File: config.mk
export PLATFORM = sky130hd
export DESIGN_NAME = fpu_top
export DESIGN_NICKNAME = d
export VERILOG_FILES = /design/src/fpu_pkg.sv /design/src/fpu_top.sv /design/src/fpu_result.sv /design/src/fpu_execute.sv /design/src/fpu_issue_buffer.sv /design/src/fpu_decode.sv
export VERILOG_INCLUDE_DIRS = /design/src
export SDC_FILE = /design/constraint.sdc
export NUM_CORES = 1
export LEC_CHECK = 0
export BUFFER_PORTS_ARGS = -buffer_cell sky130_fd_sc_hd__buf_2
export CAP_MARGIN = 10
export CORE_MARGIN = 2
export CORE_UTILIZATION = 40
export CTS_CLUSTER_DIAMETER = 40
export DETAILED_ROUTE_END_ITERATION = 7
export PLACE_DENSITY = 0.58
export SYNTH_ARGS = -nofsm -noshare
export SYNTH_HDL_FRONTEND = slang
export SYNTH_SLANG_ARGS = --single-unit
export TNS_END_PERCENT = 5
File: constraint.sdc
create_clock -name clk_i -period 10.7 [get_ports clk_i]
set_input_delay 1.07 -clock clk_i [delete_from_list [all_inputs] [get_ports clk_i]]
set_output_delay 1.07 -clock clk_i [all_outputs]
set_load 0.02 [all_outputs]
File: src/fpu_settings.svh
`ifndef FPU_SETTINGS_SVH
`define FPU_SETTINGS_SVH

// Datapath widths
`define FPU_FLEN        32
`define FPU_TAG_BITS    3
`define FPU_STATUS_BITS 5  // NV DZ OF UF NX
`define FPU_OP_BITS     4
`define FPU_SUBOP_BITS  2

// Canonical quiet NaN
`define FPU_CANON_NAN   32'h7fc00000

// Sub-op encodings carried in rm[1:0]
`define FPU_SGNJ_J      2'd0
`define FPU_SGNJ_JN     2'd1
`define FPU_SGNJ_JX     2'd2
`define FPU_SGNJ_PASS   2'd3  // Plain move of operand a
`define FPU_MINMAX_MAX  2'd1  // 0 selects min
`define FPU_CMP_LE      2'd0
`define FPU_CMP_LT      2'd1
`define FPU_CMP_EQ      2'd2

`endif
File: src/fpu_pkg.sv
`default_nettype none

`include "fpu_settings.svh"

package fpu_pkg;

    // Operator codes seen at the unit boundary
    typedef enum logic [`FPU_OP_BITS-1:0] {
        FSGNJ    = 4'd0,
        FMV_F2X  = 4'd1,
        FMV_X2F  = 4'd2,
        FMIN_MAX = 4'd3,
        FCMP     = 4'd4,
        FCLASS   = 4'd5,
        FNE      = 4'd6,  // Inverted EQ
        FGE      = 4'd7,  // Inverted LT
        FGT      = 4'd8   // Inverted LE
    } fpu_operator_e;

    // Internal unit operation after decode
    typedef enum logic [1:0] {
        SGNJ     = 2'd0,
        MINMAX   = 2'd1,
        CMP      = 2'd2,
        CLASSIFY = 2'd3
    } fpu_unit_op_e;

    typedef struct packed {
        logic        sign;
        logic [7:0]  exponent;
        logic [22:0] mantissa;
    } fp32_fields_t;

    // Operand word read raw or by field
    typedef union packed {
        logic [`FPU_FLEN-1:0] bits;
        fp32_fields_t         fields;
    } fp32_word_u;

    typedef struct packed {
        logic nv;  // Invalid
        logic dz;  // Divide by zero
        logic of;  // Overflow
        logic uf;  // Underflow
        logic nx;  // Inexact
    } fpu_status_t;

    typedef struct packed {
        fp32_word_u                operand_a;
        fp32_word_u                operand_b;
        fpu_unit_op_e              unit_op;
        logic [`FPU_SUBOP_BITS-1:0] sub_op;
        logic                      op_mod;   // Invert compare result
        logic [`FPU_TAG_BITS-1:0]  tag;
    } fpu_req_t;

    typedef struct packed {
        logic [`FPU_FLEN-1:0]     result;
        fpu_status_t              status;
        logic [`FPU_TAG_BITS-1:0] tag;
    } fpu_rsp_t;

endpackage

`default_nettype wire

File: src/fpu_top.sv
`default_nettype none

`include "fpu_settings.svh"

module fpu_top (
    input  logic                        clk_i,
    input  logic                        rst_ni,
    input  logic                        flush_i,
    input  logic                        fpu_valid_i,
    output logic                        fpu_ready_o,
    input  fpu_pkg::fpu_operator_e      operator_i,
    input  logic [2:0]                  rm_i,
    input  logic [`FPU_FLEN-1:0]        operand_a_i,
    input  logic [`FPU_FLEN-1:0]        operand_b_i,
    input  logic [`FPU_TAG_BITS-1:0]    trans_id_i,
    input  logic                        result_ready_i,
    output logic                        fpu_valid_o,
    output logic [`FPU_FLEN-1:0]        result_o,
    output logic [`FPU_STATUS_BITS-1:0] status_o,
    output logic [`FPU_TAG_BITS-1:0]    trans_id_o
);

    fpu_pkg::fpu_req_t dec_req;               // Decoded request
    fpu_pkg::fpu_req_t exec_req;              // Direct or held request
    logic              exec_valid, exec_ready;
    fpu_pkg::fpu_rsp_t rsp;
    logic              rsp_valid, rsp_ready;

    fpu_decode i_decode (
        .operator_i  ( operator_i  ),
        .rm_i        ( rm_i        ),
        .operand_a_i ( operand_a_i ),
        .operand_b_i ( operand_b_i ),
        .trans_id_i  ( trans_id_i  ),
        .req_o       ( dec_req     )
    );

    fpu_issue_buffer i_issue (
        .clk_i        ( clk_i       ),
        .rst_ni       ( rst_ni      ),
        .flush_i      ( flush_i     ),
        .valid_i      ( fpu_valid_i ),
        .ready_o      ( fpu_ready_o ),
        .req_i        ( dec_req     ),
        .exec_valid_o ( exec_valid  ),
        .exec_ready_i ( exec_ready  ),
        .exec_req_o   ( exec_req    )
    );

    fpu_execute i_execute (
        .clk_i       ( clk_i      ),
        .rst_ni      ( rst_ni     ),
        .flush_i     ( flush_i    ),
        .req_valid_i ( exec_valid ),
        .req_ready_o ( exec_ready ),
        .req_i       ( exec_req   ),
        .rsp_valid_o ( rsp_valid  ),
        .rsp_ready_i ( rsp_ready  ),
        .rsp_o       ( rsp        )
    );

    fpu_result i_result (
        .clk_i          ( clk_i          ),
        .rst_ni         ( rst_ni         ),
        .flush_i        ( flush_i        ),
        .rsp_valid_i    ( rsp_valid      ),
        .rsp_ready_o    ( rsp_ready      ),
        .rsp_i          ( rsp            ),
        .result_ready_i ( result_ready_i ),
        .valid_o        ( fpu_valid_o    ),
        .result_o       ( result_o       ),
        .status_o       ( status_o       ),
        .trans_id_o     ( trans_id_o     )
    );

endmodule

`default_nettype wire

File: src/fpu_result.sv
`default_nettype none

`include "fpu_settings.svh"

module fpu_result (
    input  logic                     clk_i,
    input  logic                     rst_ni,
    input  logic                     flush_i,
    input  logic                     rsp_valid_i,
    output logic                     rsp_ready_o,
    input  fpu_pkg::fpu_rsp_t        rsp_i,
    input  logic                     result_ready_i,
    output logic                     valid_o,
    output logic [`FPU_FLEN-1:0]     result_o,
    output fpu_pkg::fpu_status_t     status_o,
    output logic [`FPU_TAG_BITS-1:0] trans_id_o
);

    logic              valid_q;
    fpu_pkg::fpu_rsp_t rsp_q;

    // Free when empty or when the consumer takes the current entry
    assign rsp_ready_o = ~valid_q | result_ready_i;

    always_ff @(posedge clk_i or negedge rst_ni) begin : p_valid
        if (!rst_ni) begin
            valid_q <= 1'b0;
        end else if (flush_i) begin
            valid_q <= 1'b0;  // Drop pending result
        end else if (rsp_ready_o) begin
            valid_q <= rsp_valid_i;
        end
    end

    always_ff @(posedge clk_i) begin : p_data
        if (rsp_valid_i && rsp_ready_o) begin
            rsp_q <= rsp_i;
        end
    end

    // Status leaves beside the result word
    assign valid_o    = valid_q;
    assign result_o   = rsp_q.result;
    assign status_o   = rsp_q.status;
    assign trans_id_o = rsp_q.tag;

endmodule

`default_nettype wire

File: src/fpu_execute.sv
`default_nettype none

`include "fpu_settings.svh"

module fpu_execute (
    input  logic              clk_i,
    input  logic              rst_ni,
    input  logic              flush_i,
    input  logic              req_valid_i,
    output logic              req_ready_o,
    input  fpu_pkg::fpu_req_t req_i,
    output logic              rsp_valid_o,
    input  logic              rsp_ready_i,
    output fpu_pkg::fpu_rsp_t rsp_o
);

    typedef struct packed {
        logic is_zero;
        logic is_subnormal;
        logic is_normal;
        logic is_inf;
        logic is_snan;
        logic is_qnan;
    } fp_class_t;

    typedef struct packed {
        fpu_pkg::fpu_req_t req;
        fp_class_t         class_a;
        fp_class_t         class_b;
    } stage1_t;

    function automatic fp_class_t classify(fpu_pkg::fp32_word_u w);
        fp_class_t c;
        logic      exp_ones;
        logic      exp_zero;
        logic      man_zero;
        exp_ones       = &w.fields.exponent;
        exp_zero       = ~|w.fields.exponent;
        man_zero       = ~|w.fields.mantissa;
        c.is_zero      = exp_zero & man_zero;
        c.is_subnormal = exp_zero & ~man_zero;
        c.is_normal    = ~exp_zero & ~exp_ones;
        c.is_inf       = exp_ones & man_zero;
        c.is_snan      = exp_ones & ~man_zero & ~w.fields.mantissa[22];  // Quiet bit clear
        c.is_qnan      = exp_ones & w.fields.mantissa[22];
        return c;
    endfunction

    logic                s1_valid_q, s2_valid_q;
    logic                s1_ready, s2_ready;
    stage1_t             s1_d, s1_q;
    fpu_pkg::fpu_rsp_t   rsp_d, rsp_q;
    fpu_pkg::fp32_word_u op_a, op_b;
    fp_class_t           cls_a, cls_b;
    logic                a_nan, b_nan, any_snan, both_zero;
    logic                mag_lt, mag_gt, lt_total, ieee_lt, ieee_eq, cmp_bit;

    //------------------------------
    // Handshake and valids
    //------------------------------
    assign s2_ready    = ~s2_valid_q | rsp_ready_i;  // Stage 2 drains or is empty
    assign s1_ready    = ~s1_valid_q | s2_ready;
    assign req_ready_o = s1_ready;
    assign rsp_valid_o = s2_valid_q;
    assign rsp_o       = rsp_q;

    always_ff @(posedge clk_i or negedge rst_ni) begin : p_valid
        if (!rst_ni) begin
            s1_valid_q <= 1'b0;
            s2_valid_q <= 1'b0;
        end else if (flush_i) begin
            s1_valid_q <= 1'b0;
            s2_valid_q <= 1'b0;
        end else begin
            if (s1_ready) s1_valid_q <= req_valid_i;
            if (s2_ready) s2_valid_q <= s1_valid_q;
        end
    end

    // Stage 1 captures the request with both operand classes
    assign s1_d.req     = req_i;
    assign s1_d.class_a = classify(req_i.operand_a);
    assign s1_d.class_b = classify(req_i.operand_b);

    always_ff @(posedge clk_i) begin : p_payload
        if (req_valid_i && s1_ready) s1_q  <= s1_d;
        if (s1_valid_q && s2_ready)  rsp_q <= rsp_d;
    end

    //------------------------------
    // Stage 2 operations
    //------------------------------
    assign op_a      = s1_q.req.operand_a;
    assign op_b      = s1_q.req.operand_b;
    assign cls_a     = s1_q.class_a;
    assign cls_b     = s1_q.class_b;
    assign a_nan     = cls_a.is_snan | cls_a.is_qnan;
    assign b_nan     = cls_b.is_snan | cls_b.is_qnan;
    assign any_snan  = cls_a.is_snan | cls_b.is_snan;
    assign both_zero = cls_a.is_zero & cls_b.is_zero;
    assign mag_lt    = op_a.bits[`FPU_FLEN-2:0] < op_b.bits[`FPU_FLEN-2:0];
    assign mag_gt    = op_b.bits[`FPU_FLEN-2:0] < op_a.bits[`FPU_FLEN-2:0];

    // Total order with -0 below +0 and negative magnitudes reversed
    assign lt_total = (op_a.fields.sign != op_b.fields.sign) ? op_a.fields.sign :
                      (op_a.fields.sign ? mag_gt : mag_lt);
    assign ieee_lt  = lt_total & ~both_zero;                   // -0 == +0 for compares
    assign ieee_eq  = (op_a.bits == op_b.bits) | both_zero;

    always_comb begin : p_compute
        rsp_d.result = op_a.bits;
        rsp_d.status = '0;
        rsp_d.tag    = s1_q.req.tag;
        cmp_bit      = 1'b0;

        case (s1_q.req.unit_op)
            fpu_pkg::SGNJ: begin
                case (s1_q.req.sub_op)
                    `FPU_SGNJ_J:  rsp_d.result = {op_b.fields.sign, op_a.bits[`FPU_FLEN-2:0]};
                    `FPU_SGNJ_JN: rsp_d.result = {~op_b.fields.sign, op_a.bits[`FPU_FLEN-2:0]};
                    `FPU_SGNJ_JX: rsp_d.result = {op_a.fields.sign ^ op_b.fields.sign,
                                                  op_a.bits[`FPU_FLEN-2:0]};
                    default:      rsp_d.result = op_a.bits;  // Move passthrough
                endcase
            end
            fpu_pkg::MINMAX: begin
                rsp_d.status.nv = any_snan;
                if (a_nan && b_nan) begin
                    rsp_d.result = `FPU_CANON_NAN;
                end else if (a_nan) begin
                    rsp_d.result = op_b.bits;  // Non-NaN side wins
                end else if (b_nan) begin
                    rsp_d.result = op_a.bits;
                end else if (s1_q.req.sub_op == `FPU_MINMAX_MAX) begin
                    rsp_d.result = lt_total ? op_b.bits : op_a.bits;
                end else begin
                    rsp_d.result = lt_total ? op_a.bits : op_b.bits;
                end
            end
            fpu_pkg::CMP: begin
                case (s1_q.req.sub_op)
                    `FPU_CMP_LE: begin
                        cmp_bit         = ieee_lt | ieee_eq;
                        rsp_d.status.nv = a_nan | b_nan;  // Signalling compare
                    end
                    `FPU_CMP_LT: begin
                        cmp_bit         = ieee_lt;
                        rsp_d.status.nv = a_nan | b_nan;
                    end
                    `FPU_CMP_EQ: begin
                        cmp_bit         = ieee_eq;
                        rsp_d.status.nv = any_snan;       // Quiet compare
                    end
                    default: cmp_bit = 1'b0;
                endcase
                if (a_nan || b_nan) cmp_bit = 1'b0;  // Unordered
                rsp_d.result = {{(`FPU_FLEN-1){1'b0}}, cmp_bit ^ s1_q.req.op_mod};
            end
            default: begin
                // Ten-bit class mask with -inf in bit 0
                rsp_d.result = {{(`FPU_FLEN-10){1'b0}},
                                cls_a.is_qnan,
                                cls_a.is_snan,
                                ~op_a.fields.sign & cls_a.is_inf,
                                ~op_a.fields.sign & cls_a.is_normal,
                                ~op_a.fields.sign & cls_a.is_subnormal,
                                ~op_a.fields.sign & cls_a.is_zero,
                                op_a.fields.sign & cls_a.is_zero,
                                op_a.fields.sign & cls_a.is_subnormal,
                                op_a.fields.sign & cls_a.is_normal,
                                op_a.fields.sign & cls_a.is_inf};
            end
        endcase
    end

endmodule

`default_nettype wire

File: src/fpu_issue_buffer.sv
`default_nettype none

module fpu_issue_buffer (
    input  logic              clk_i,
    input  logic              rst_ni,
    input  logic              flush_i,
    input  logic              valid_i,
    output logic              ready_o,
    input  fpu_pkg::fpu_req_t req_i,
    output logic              exec_valid_o,
    input  logic              exec_ready_i,
    output fpu_pkg::fpu_req_t exec_req_o
);

    typedef enum logic {READY, STALL} state_e;

    state_e            state_q, state_d;
    logic              hold_en;   // Capture incoming request
    logic              use_hold;  // Present captured request
    fpu_pkg::fpu_req_t hold_q;

    //------------------------------
    // Protocol inversion FSM
    //------------------------------
    always_comb begin : p_fsm
        ready_o      = 1'b0;
        exec_valid_o = 1'b0;
        hold_en      = 1'b0;
        use_hold     = 1'b0;
        state_d      = state_q;

        case (state_q)
            READY: begin
                ready_o      = 1'b1;     // Look ready to the issuer
                exec_valid_o = valid_i;  // Pass request straight on
                // Request arrives but execute is full
                if (valid_i && !exec_ready_i) begin
                    ready_o = 1'b0;  // Withhold the token
                    hold_en = 1'b1;
                    state_d = STALL;
                end
            end
            STALL: begin
                exec_valid_o = 1'b1;
                use_hold     = 1'b1;
                // Token handed out on the edge that drains the hold
                if (exec_ready_i) begin
                    ready_o = 1'b1;
                    state_d = READY;
                end
            end
            default: state_d = READY;
        endcase

        if (flush_i) begin
            state_d = READY;  // Flush wins over everything
        end
    end

    always_ff @(posedge clk_i or negedge rst_ni) begin : p_state
        if (!rst_ni) begin
            state_q <= READY;
        end else begin
            state_q <= state_d;
        end
    end

    // Hold register loaded only by the FSM
    always_ff @(posedge clk_i) begin : p_hold
        if (hold_en) begin
            hold_q <= req_i;
        end
    end

    assign exec_req_o = use_hold ? hold_q : req_i;

endmodule

`default_nettype wire

File: src/fpu_decode.sv
`default_nettype none

`include "fpu_settings.svh"

module fpu_decode (
    input  fpu_pkg::fpu_operator_e    operator_i,
    input  logic [2:0]                rm_i,
    input  logic [`FPU_FLEN-1:0]      operand_a_i,
    input  logic [`FPU_FLEN-1:0]      operand_b_i,
    input  logic [`FPU_TAG_BITS-1:0]  trans_id_i,
    output fpu_pkg::fpu_req_t         req_o
);

    //------------------------------
    // Operator translation
    //------------------------------
    always_comb begin : p_decode
        // Default is sign injection with the sub-op straight from rm
        req_o.operand_a.bits = operand_a_i;
        req_o.operand_b.bits = operand_b_i;
        req_o.unit_op        = fpu_pkg::SGNJ;
        req_o.sub_op         = rm_i[1:0];  // rm[2] carries no meaning here
        req_o.op_mod         = 1'b0;
        req_o.tag            = trans_id_i;

        case (operator_i)
            fpu_pkg::FSGNJ: begin
                req_o.unit_op = fpu_pkg::SGNJ;  // J / JN / JX in rm
            end
            fpu_pkg::FMV_F2X,
            fpu_pkg::FMV_X2F: begin
                // Moves are a passthrough of operand a
                req_o.unit_op = fpu_pkg::SGNJ;
                req_o.sub_op  = `FPU_SGNJ_PASS;
            end
            fpu_pkg::FMIN_MAX: begin
                req_o.unit_op = fpu_pkg::MINMAX;  // Min or max in rm
            end
            fpu_pkg::FCMP: begin
                req_o.unit_op = fpu_pkg::CMP;     // LE / LT / EQ in rm
            end
            fpu_pkg::FCLASS: begin
                req_o.unit_op = fpu_pkg::CLASSIFY;
            end
            fpu_pkg::FNE: begin
                req_o.unit_op = fpu_pkg::CMP;
                req_o.sub_op  = `FPU_CMP_EQ;
                req_o.op_mod  = 1'b1;  // Not equal
            end
            fpu_pkg::FGE: begin
                req_o.unit_op = fpu_pkg::CMP;
                req_o.sub_op  = `FPU_CMP_LT;
                req_o.op_mod  = 1'b1;  // Not less than
            end
            fpu_pkg::FGT: begin
                req_o.unit_op = fpu_pkg::CMP;
                req_o.sub_op  = `FPU_CMP_LE;
                req_o.op_mod  = 1'b1;  // Not less or equal
            end
            default: begin
                // Unknown code falls back to sign injection
                req_o.unit_op = fpu_pkg::SGNJ;
            end
        endcase
    end

endmodule

`default_nettype wire

* Word level (Yosys, flattened, before mapping)
Cells that the tools add are included.
** Storage, ports and cells
- Bits in registers :: 229
- Input port bits :: 79
** Operators by class
- $lt $le $gt $ge :: 2
- Equal/unequal tests :: 14
- Multiplexer cells :: 35
- Bitwise logic cells :: 42
- Reduce and logical (&&, ||, !) cells :: 26
** Operator list (count)
- $mux W32 :: 6
- $pmux W32 S3 :: 2
- $mux W72 :: 1
- $lt A31 B31 Y1 :: 2
- $reduce_or A23 Y1 :: 2
- $eq A32 B32 Y1 :: 1
- $and A1 B1 Y1 :: 21
- $mux W1 :: 18
- $eq A4 B3 Y1 const B :: 4
- $reduce_and A8 Y1 :: 2
- $reduce_or A8 Y1 :: 2
- $not A1 Y1 :: 10
- $pmux W1 S2 :: 5
- $or A1 B1 Y1 :: 9
- $eq A4 B2 Y1 const B :: 2
- $pmux W2 S4 :: 1
- $pmux W2 S3 :: 1
- $reduce_bool A2 Y1 :: 3
- $logic_and A1 B1 Y1 :: 5
- $logic_not A1 Y1 :: 5
- $eq A2 B1 Y1 const B :: 2
- $eq A2 B2 Y1 const B :: 2
- $eq A4 B1 Y1 const B :: 1
- $eq A4 B4 Y1 const B :: 1
- other kinds (8) :: 11

* Longest topological paths before layout
Gate-level depths: netlist (run 1).
- Depth after elaboration :: 10
- Depth in mapped cells :: 14
- Mapped depth without buffers :: 11

* Hierarchy
A second synthesis (run 1) with hierarchy kept.
** Second synthesis, totals
- Cell total of the unflattened synthesis :: 694
- Area total of the unflattened synthesis :: 10712.8 µm²
** By module, submodules not included
- fpu_execute :: times used 1, cells an instance 405, area each 5537.8 µm²
- fpu_issue_buffer :: times used 1, cells an instance 157, area each 3276.9 µm²
- fpu_result :: times used 1, cells an instance 45, area each 1261.2 µm²
- fpu_decode :: times used 1, cells an instance 87, area each 636.9 µm²

* Worst setup path after synthesis (run 1)
No wires, ideal clock.
- Path type :: input to register
- From :: input port result_ready_i
- To :: register i_issue.hold_q[0] (netlist bit), enable pin
- Setup time :: 606 ps
- Arrival :: 6766 ps
- Data required time :: 10094 ps
- Path slack :: 3329 ps
- Cell stages on the path :: 3
- Buffers on the path :: 0
- Cell sequence :: nor2b_1 nand3_1 nor3b_1
** Between the ends
- Longest elaborated chain between the ends :: 7
** RTL lines
- start: declaration :: RTL line fpu_top.sv:16 : input logic result_ready_i,
- $or A1 B1 Y1 :: RTL line fpu_result.sv:23 : assign rsp_ready_o = ~valid_q | result_ready_i;
- $or A1 B1 Y1 :: RTL line fpu_execute.sv:61 : assign s2_ready = ~s2_valid_q | rsp_ready_i;
- $or A1 B1 Y1 :: RTL line fpu_execute.sv:62 : assign s1_ready = ~s1_valid_q | s2_ready;
- $logic_not A1 Y1 :: RTL line fpu_issue_buffer.sv:37 : if (valid_i && !exec_ready_i) begin
- $logic_and A1 B1 Y1 :: RTL line fpu_issue_buffer.sv:37
- $mux W1 :: RTL line fpu_issue_buffer.sv:37
- $mux W1 :: RTL line fpu_issue_buffer.sv:32 : case (state_q)
- via i_issue.hold_en :: RTL line fpu_issue_buffer.sv:18 : logic hold_en;
- end signal: assignment :: RTL line fpu_issue_buffer.sv:71 : hold_q <= req_i;
- end: declaration :: RTL line fpu_issue_buffer.sv:20 : fpu_pkg::fpu_req_t hold_q;
The timed path passes the listed nets, and every way through them passes these cells.
A chain may end at the register's enable or synchronous reset.

==> metrics.yaml, run 1 <==
floorplanning:
  core_um2: 24400
  ioPinCount: 121
  die_area_um2: 26200
  die_height_um: 162
  die_w_um: 162
  row_count: 57
  start_util_pct: 40.8
synth:
  ys_seq_elements: 229
  synthMuxAreaShare_pct: 8.11
  syn_avg_cell_area_um2: 15.0
  synth_fa_ha_area_share_pct: 4.65
  synth_common_cells: "edfxtp_1, inv_1, mux2_2, ha_1, nand2_1"
  synthArstFlopShare_pct: 1.75
  yosysTopAreaCell: "edfxtp_1"
  synth_cells: 664
  synth_area_um2: 9960
  synth_cell_types: 59
  yosysMostFrequentCell: "edfxtp_1"
  synth_edf_count: 225
  ys_seq_area_share_pct: 68.8
  dominantRegCellSynth: "edfxtp_1"
  synth-xor-area-share_pct: 0.0879
  yosys-top-cells-area: "edfxtp_1, mux2_2, ha_1"
  synth_top_family_by_area: "multiplexers"
  yosysWarningCount: 0
  synth_compound_area_share_pct: 7.05
  synth_top_area_share_pct: 67.8
  synth-simple-area-share_pct: 7.81
sta:
  post-route-min-period_ps: 3720
  hold_viol_final: 0
  slew_viol_final: 0
  clock_skew_ps: 16.6
  max_freq_mhz: 269
  rsz0062_at_grt: "no"
  maxSlewHeadroom_pct: 17.9
  worst_slack_ps: 6980
  finalSetupViolCount: 0
  tightest_slew_ps: 1230
  fin_crit_sh_pct: 34.8
  holdWs_ps: 329
  finalSetupTns_ps: 0
place:
  placed_cells: 1088
  portBuffers: 115
  hpwl_um: 14800
  gp_congestion: 0.881
  post_dp_cell_area_um2: 10900
  place_ws_ps: 6400
worst_hold_path:
  hold_class: "input pin to async pin"
power_and_ir_drop:
  cellPowerDensity_nw_per_um2: 190
  p_sw_share_pct: 21.7
  p_sw_mw: 0.493
  max-vdd-ir-drop_v: 0.000116
  intPower_mw: 1.78
  power_frac_seq_pct: 46.4
  comb_power_share_pct: 7.1
  clockPowerShare_pct: 46.5
  leakage_nw: 4.46
cts:
  htree_levels: 1
  clock-sinks: 229
  cts.repair.resized: 0
  cts_setup_buffers: 0
  root_buffer: "clkbuf_16"
  cts_tree: "built"
  clockBufferDepth: 3
  insertion_delay_ps: 550
  ctsHoldBuffers: 0
  cts_buffers: 30
  path_clk_slew_ps: 60
drt:
  drc_errors: 0
  first_pass_iters: 4
  avgRoutedWirePerCell_um: 18.2
  drt_first_iter_violations: 363
  drt-vias-per-instance: 5.16
  wl_um: 20900
  vias: 5900
  ant_nets: 0
worst_setup_path:
  worstPathArrival_ps: 4120
  cp_top_family: "simple AND/OR/NAND/NOR gates"
  critical_path_class: "flip-flop to flip-flop"
  path_max_fanout: 12
  worstPathCellList: "ha_1, nand4_2, nor3_1, o41ai_1, a21bo_2, and4_4, nor3_2, o211ai_1, buf_4, nor2b_1, buf_4, a221o_1"
  cp-end-kind: "flip-flop"
  cp-start-kind: "flip-flop"
  critical_path_required_ps: 11100
  critPathBufInv: 2
  cpMostUsedCell: "buf_4"
  slowest_stage: "nor2b_1"
  crit_start: "i_execute.op_a[22]"
  reg2reg_from: "i_execute.op_a[22]"
  slowest_delay_ps: 710
cells_and_area:
  diodes: 0
  area_delta_synth_final_pct: 20.3
  finalNonFillerCells: 1144
  fin_area_um2: 12000
  drive_gt1_share_pct: 29.4
  layout.nets: 912
flow_run:
  drv_cap: 0
global_routing:
  grt_max_degree: 82
  grt_usage_pct: 15.9
  antenna_found_initial: 0
  grt_pass1_vias: 6211
  grt_pass1_wl_um: 32900
  grt_overflow: 0
run_status:
  outcome: "complete, no violations"
-- layout by cell type (no fill, tap or decap), types with 4 or more instances in the layout --
cell	n
o21ai_0	23
and2_1	7
edfxtp_1	225
and3_1	9
ha_1	37
clkbuf_16	31
a22o_1	13
nor2_1	28
mux2i_1	20
a21oi_1	22
clkinv_1	4
buf_2	115
conb_1	4
nor4_1	14
inv_1	56
a221o_1	7
o211ai_1	4
nand4_1	10
nand3_1	7
nand2b_1	4
nor3_1	5
nor2b_1	4
bufinv_16	6
clkbuf_1	4
nand2_1	29
nand3b_1	4
a211oi_1	7
mux2_2	54
buf_4	6
-- final timing paths --
path | to | slack (ps) | cells past startpoint
worst max register to register | i_execute.rsp_o[13] | 6980 | 12
max in group asynchronous | i_issue.state_q | 10240 | 1
min in group clk_i | i_result.result_o[12] | 400 | 0
worst min register to register | i_result.result_o[12] | 400 | 0
worst min-delay path | i_result.valid_o | 330 | 1
worst max-delay path | i_execute.rsp_o[13] | 6980 | 12
-- layout make-up --
class | instances | area (µm²)
clock buffer | 36 | 805
clock inverter | 20 | 275
fill | 2128 | 12400
inverter | 56 | 210
multi-input combinational | 358 | 2810
sequential | 229 | 6860
tap | 324 | 405
timing repair buffer | 121 | 621
-- metal layers --
layer / part of all wire (%) / GRT usage (%) / wire length (µm)
met5: 0 / 0 / 0
met4: 2.5 / 5.11 / 529
met3: 4.9 / 2.50 / 1020
met2: 50 / 28.3 / 10500
met1: 42 / 19.9 / 8780
-- sequential cells by signal (all words and copies together) (netlist names), 3 cells and up --
register             cells
i_execute.rsp_o         36
i_execute.s1_q           5
i_issue.hold_q          72
i_execute.op_b          32
i_result.trans_id_o      3
i_execute.cls_b          3
i_result.result_o       32
i_execute.cls_a          6
i_execute.rsp_d          3
i_execute.op_a          32
-- power by group through the flow --
stage	combinational (mW)	sequential, mW	clock, mW
after floorplan	0.103	1.07	0
after global placement	0.157	1.07	0
after detailed placement	0.162	1.07	0
after CTS	0.164	1.06	1.08
after global routing	0.181	1.06	1.11
final	0.162	1.06	1.06
-- worst reg2reg max path, delay by kind of cell, from the launching register on --
family	cells	cell delay, ps
AO/OA/AOI/OAI	4	1070
AND/OR/NAND/NOR	5	1240
adder cells (fa/ha/maj)	1	330
buffers and inverters	2	520
flip-flops	1	400
-- logic make-up after synthesis --
kind of cell               count (synthesis)
DFF                                      229
muxes                                     74
adders and majority gates                 37
xor gates and xnor gates                   1
buffers and inverters                     80
and+or+nand+nor                          141
other                                      1
AOI/OAI and AO/OA                        101
-- metrics by stage --
step | total power, mW | util [%]
2_1_floorplan | 1.17 | -
3_3_place_gp | 1.23 | 44.7
3_5_place_dp | 1.24 | 44.7
4_1_cts | 2.30 | 49.2
5_1_grt | 2.35 | 49.2
6_report | 2.27 | 49.2
Note: power is estimated with default switching activity, not from simulation.
==> run 2, diff against run 1 <==
--- a/config.mk
+++ b/config.mk
@@ -12,7 +12,7 @@
 export CORE_UTILIZATION = 40
 export CTS_CLUSTER_DIAMETER = 40
 export DETAILED_ROUTE_END_ITERATION = 7
-export PLACE_DENSITY = 0.58
+export PLACE_DENSITY = 0.61
 export SYNTH_ARGS = -nofsm -noshare
 export SYNTH_HDL_FRONTEND = slang
 export SYNTH_SLANG_ARGS = --single-unit
==> constraint.sdc (replaced) <==
create_clock -name clk_i -period 3.3 [get_ports clk_i]
set_input_delay 0.33 -clock clk_i [delete_from_list [all_inputs] [get_ports clk_i]]
set_output_delay 0.33 -clock clk_i [all_outputs]
set_load 0.02 [all_outputs]
==> run 2 against run 1 <==
  * Sequential cell count unchanged
  * Clock power increased to 3.7 times the previous value
  * Final cell count increased by 5.6%
  * Routed wire length about the same
  * Critical endpoint is now i_execute.rsp_o[15]
==> metrics.yaml, run 2 (same netlist as run 1, synthesis figures left out) <==
run_status:
  outcome: "complete, no violations"
drt:
  first_pass_iters: 5  # +1
  ant_nets: 0  # unchanged
  wl_um: 20800  # about the same
  drt_first_iter_violations: 424  # +17%
  drt-vias-per-instance: 5.03  # -2.6%
  vias: 6071  # +2.9%
  drc_errors: 0  # unchanged
  avgRoutedWirePerCell_um: 17.3  # -5.4%
cts:
  insertion_delay_ps: 500  # -50 ps
  htree_levels: 2  # +1
  clockBufferDepth: 3  # unchanged
  cts_buffers: 35  # +17%
  cts_setup_buffers: 0  # unchanged
  clock-sinks: 229  # unchanged
  root_buffer: "clkbuf_16"
  cts_tree: "built"
  path_clk_slew_ps: 50  # about the same
worst_setup_path:
  slowest_stage: "edfxtp_1"
  cpMostUsedCell: "buf_4"
  cp_top_family: "compound AO/OA/AOI/OAI gates"
  slowest_delay_ps: 390  # -320 ps
  critical_path_class: "flip-flop to flip-flop"
  path_max_fanout: 19  # +7
  critical_path_required_ps: 3530  # -7570 ps
  cp-end-kind: "flip-flop"
  critPathBufInv: 2  # unchanged
  worstPathCellList: "ha_1, nand4_2, nor3_1, o41ai_1, a21bo_2, buf_4, a21oi_2, buf_4, o31ai_2, nand3_2, and2_4, a221o_1"
  worstPathArrival_ps: 3430  # -690 ps
  cp-start-kind: "flip-flop"
place:
  hpwl_um: 15100  # +2.3%
  gp_congestion: 0.864  # -1.9%
  placed_cells: 1144  # +5.1%
  portBuffers: 115  # unchanged
cells_and_area:
  layout.nets: 974  # +6.8%
  finalNonFillerCells: 1208  # +5.6%
  largest-register: "i_issue.hold_q"
  largest_reg_flops: 72  # unchanged
  layout_common_cells: "edfxtp_1, buf_2, buf_4"
  utilization_pct: 52.0  # +2.9 points
  final_common_cell: "edfxtp_1"
  diodes: 0  # unchanged
  fillCellCount: 2087  # -1.9%
  drive_gt1_share_pct: 35.0  # +5.6 points
  area_delta_synth_final_pct: 27.4
floorplanning:
  start_util_pct: 40.8  # unchanged
  core_um2: 24400  # unchanged
  die_area_um2: 26200  # unchanged
  ioPinCount: 121  # unchanged
  die_height_um: 162  # unchanged
  row_count: 57  # unchanged
  die_w_um: 162  # unchanged
sta:
  rsz0062_at_grt: "yes"
  hold_viol_final: 0  # unchanged
  clock_skew_ps: 20.7  # +4.11 ps
  max_freq_mhz: 313  # +16%
  slew_viol_final: 0  # unchanged
  tightest_slew_ps: 807  # -419 ps
  post-route-min-period_ps: 3200  # -523 ps
  finalSetupTns_ps: 0  # unchanged
  maxSlewHeadroom_pct: 46.1  # +28 points
  finalSetupViolCount: 0  # unchanged
  fin_crit_sh_pct: 96.9  # +62 points
global_routing:
  grt_overflow: 0  # unchanged
  antenna_found_initial: 0  # unchanged
  grt_max_degree: 42  # -49%
  grt_usage_pct: 16.1  # +0.23 points
  grt_pass1_vias: 6146  # -1.0%
  grt_pass1_wl_um: 32700  # -0.63%
power_and_ir_drop:
  cellPowerDensity_nw_per_um2: 626  # +230%
  max-vdd-ir-drop_v: 0.000384  # +230%
  leakage_nw: 4.85  # +8.9%
flow_run:
  drv_cap: 0  # unchanged
worst_hold_path:
  hold_class: "input pin to flip-flop"
## run 2: per-layer routing
metal  global-route usage (%)  vias up  part of all wire [%]
met1                     21.3     2912                    44
met5                        0        -                     0
met4                     5.07        0                   2.1
met2                     26.7      177                    48
met3                     3.63       37                   6.0
li1                         -     2945                     -
## run 2: final timing paths
path / startpoint / end / slack, ps / cells after the start
min in group asynchronous: rst_ni / i_result.valid_o / 170 / 2
worst max register to register: i_execute.op_a[20] / i_execute.rsp_o[15] / 100 / 12
worst min-delay path: operand_b_i[12] / i_issue.hold_q[20] / 20 / 1
max in group asynchronous: rst_ni / i_issue.state_q / 2990 / 2
worst min register to register: i_execute.rsp_o[24] / i_result.result_o[16] / 410 / 0
worst max-delay path: i_execute.op_a[20] / i_execute.rsp_o[15] / 100 / 12
## run 2: worst reg2reg max path, cell delays in order (launching register included)
cell      delay [ps]
edfxtp_1         390
ha_1             330
nand4_2          160
nor3_1            80
o41ai_1          390
a21bo_2          230
buf_4            120
a21oi_2           60
buf_4            140
o31ai_2          280
nand3_2          140
and2_4           250
a221o_1          340
## run 2: cell type report
type	count	area [µm²]	share of cell area, %
timing repair buffer	178	1100	8.71
clock inverter	21	315	2.48
sequential	229	6860	54.1
inverter	56	210	1.66
multi-input combinational	358	2850	22.5
tap	324	405	3.19
clock buffer	42	945	7.44
## run 2: per-stage QoR
step	power, mW	instance area [µm²]	setup slack [ps]	hold slack (ps)
after global routing	8.24	12700	-105	8.96
after detailed placement	4.07	11400	-92.2	140
final	7.95	12700	102	18.7
after floorplan	3.80	10000	-518	34.4
after CTS	8.03	12700	88.9	6.86
after global placement	4.06	11400	-321	137
## run 2: where the power goes
| group | leakage (nW) | total (mW) | internal (mW) | switching, mW |
|---|---|---|---|---|
| registers | 2.14 | 3.41 | 3.35 | 0.0611 |
| clock network | 0.602 | 3.92 | 2.61 | 1.31 |
| logic | 2.11 | 0.610 | 0.276 | 0.335 |
## run 2: timing repair
action | in CTS | in global routing
pin swaps | 0 | 0
setup endpoints to repair | 6 | 10
resized for setup | 1 | 4
hold endpoints to repair | 4 | 0
hold buffers | 1 | 0
gates cloned | 0 | 0
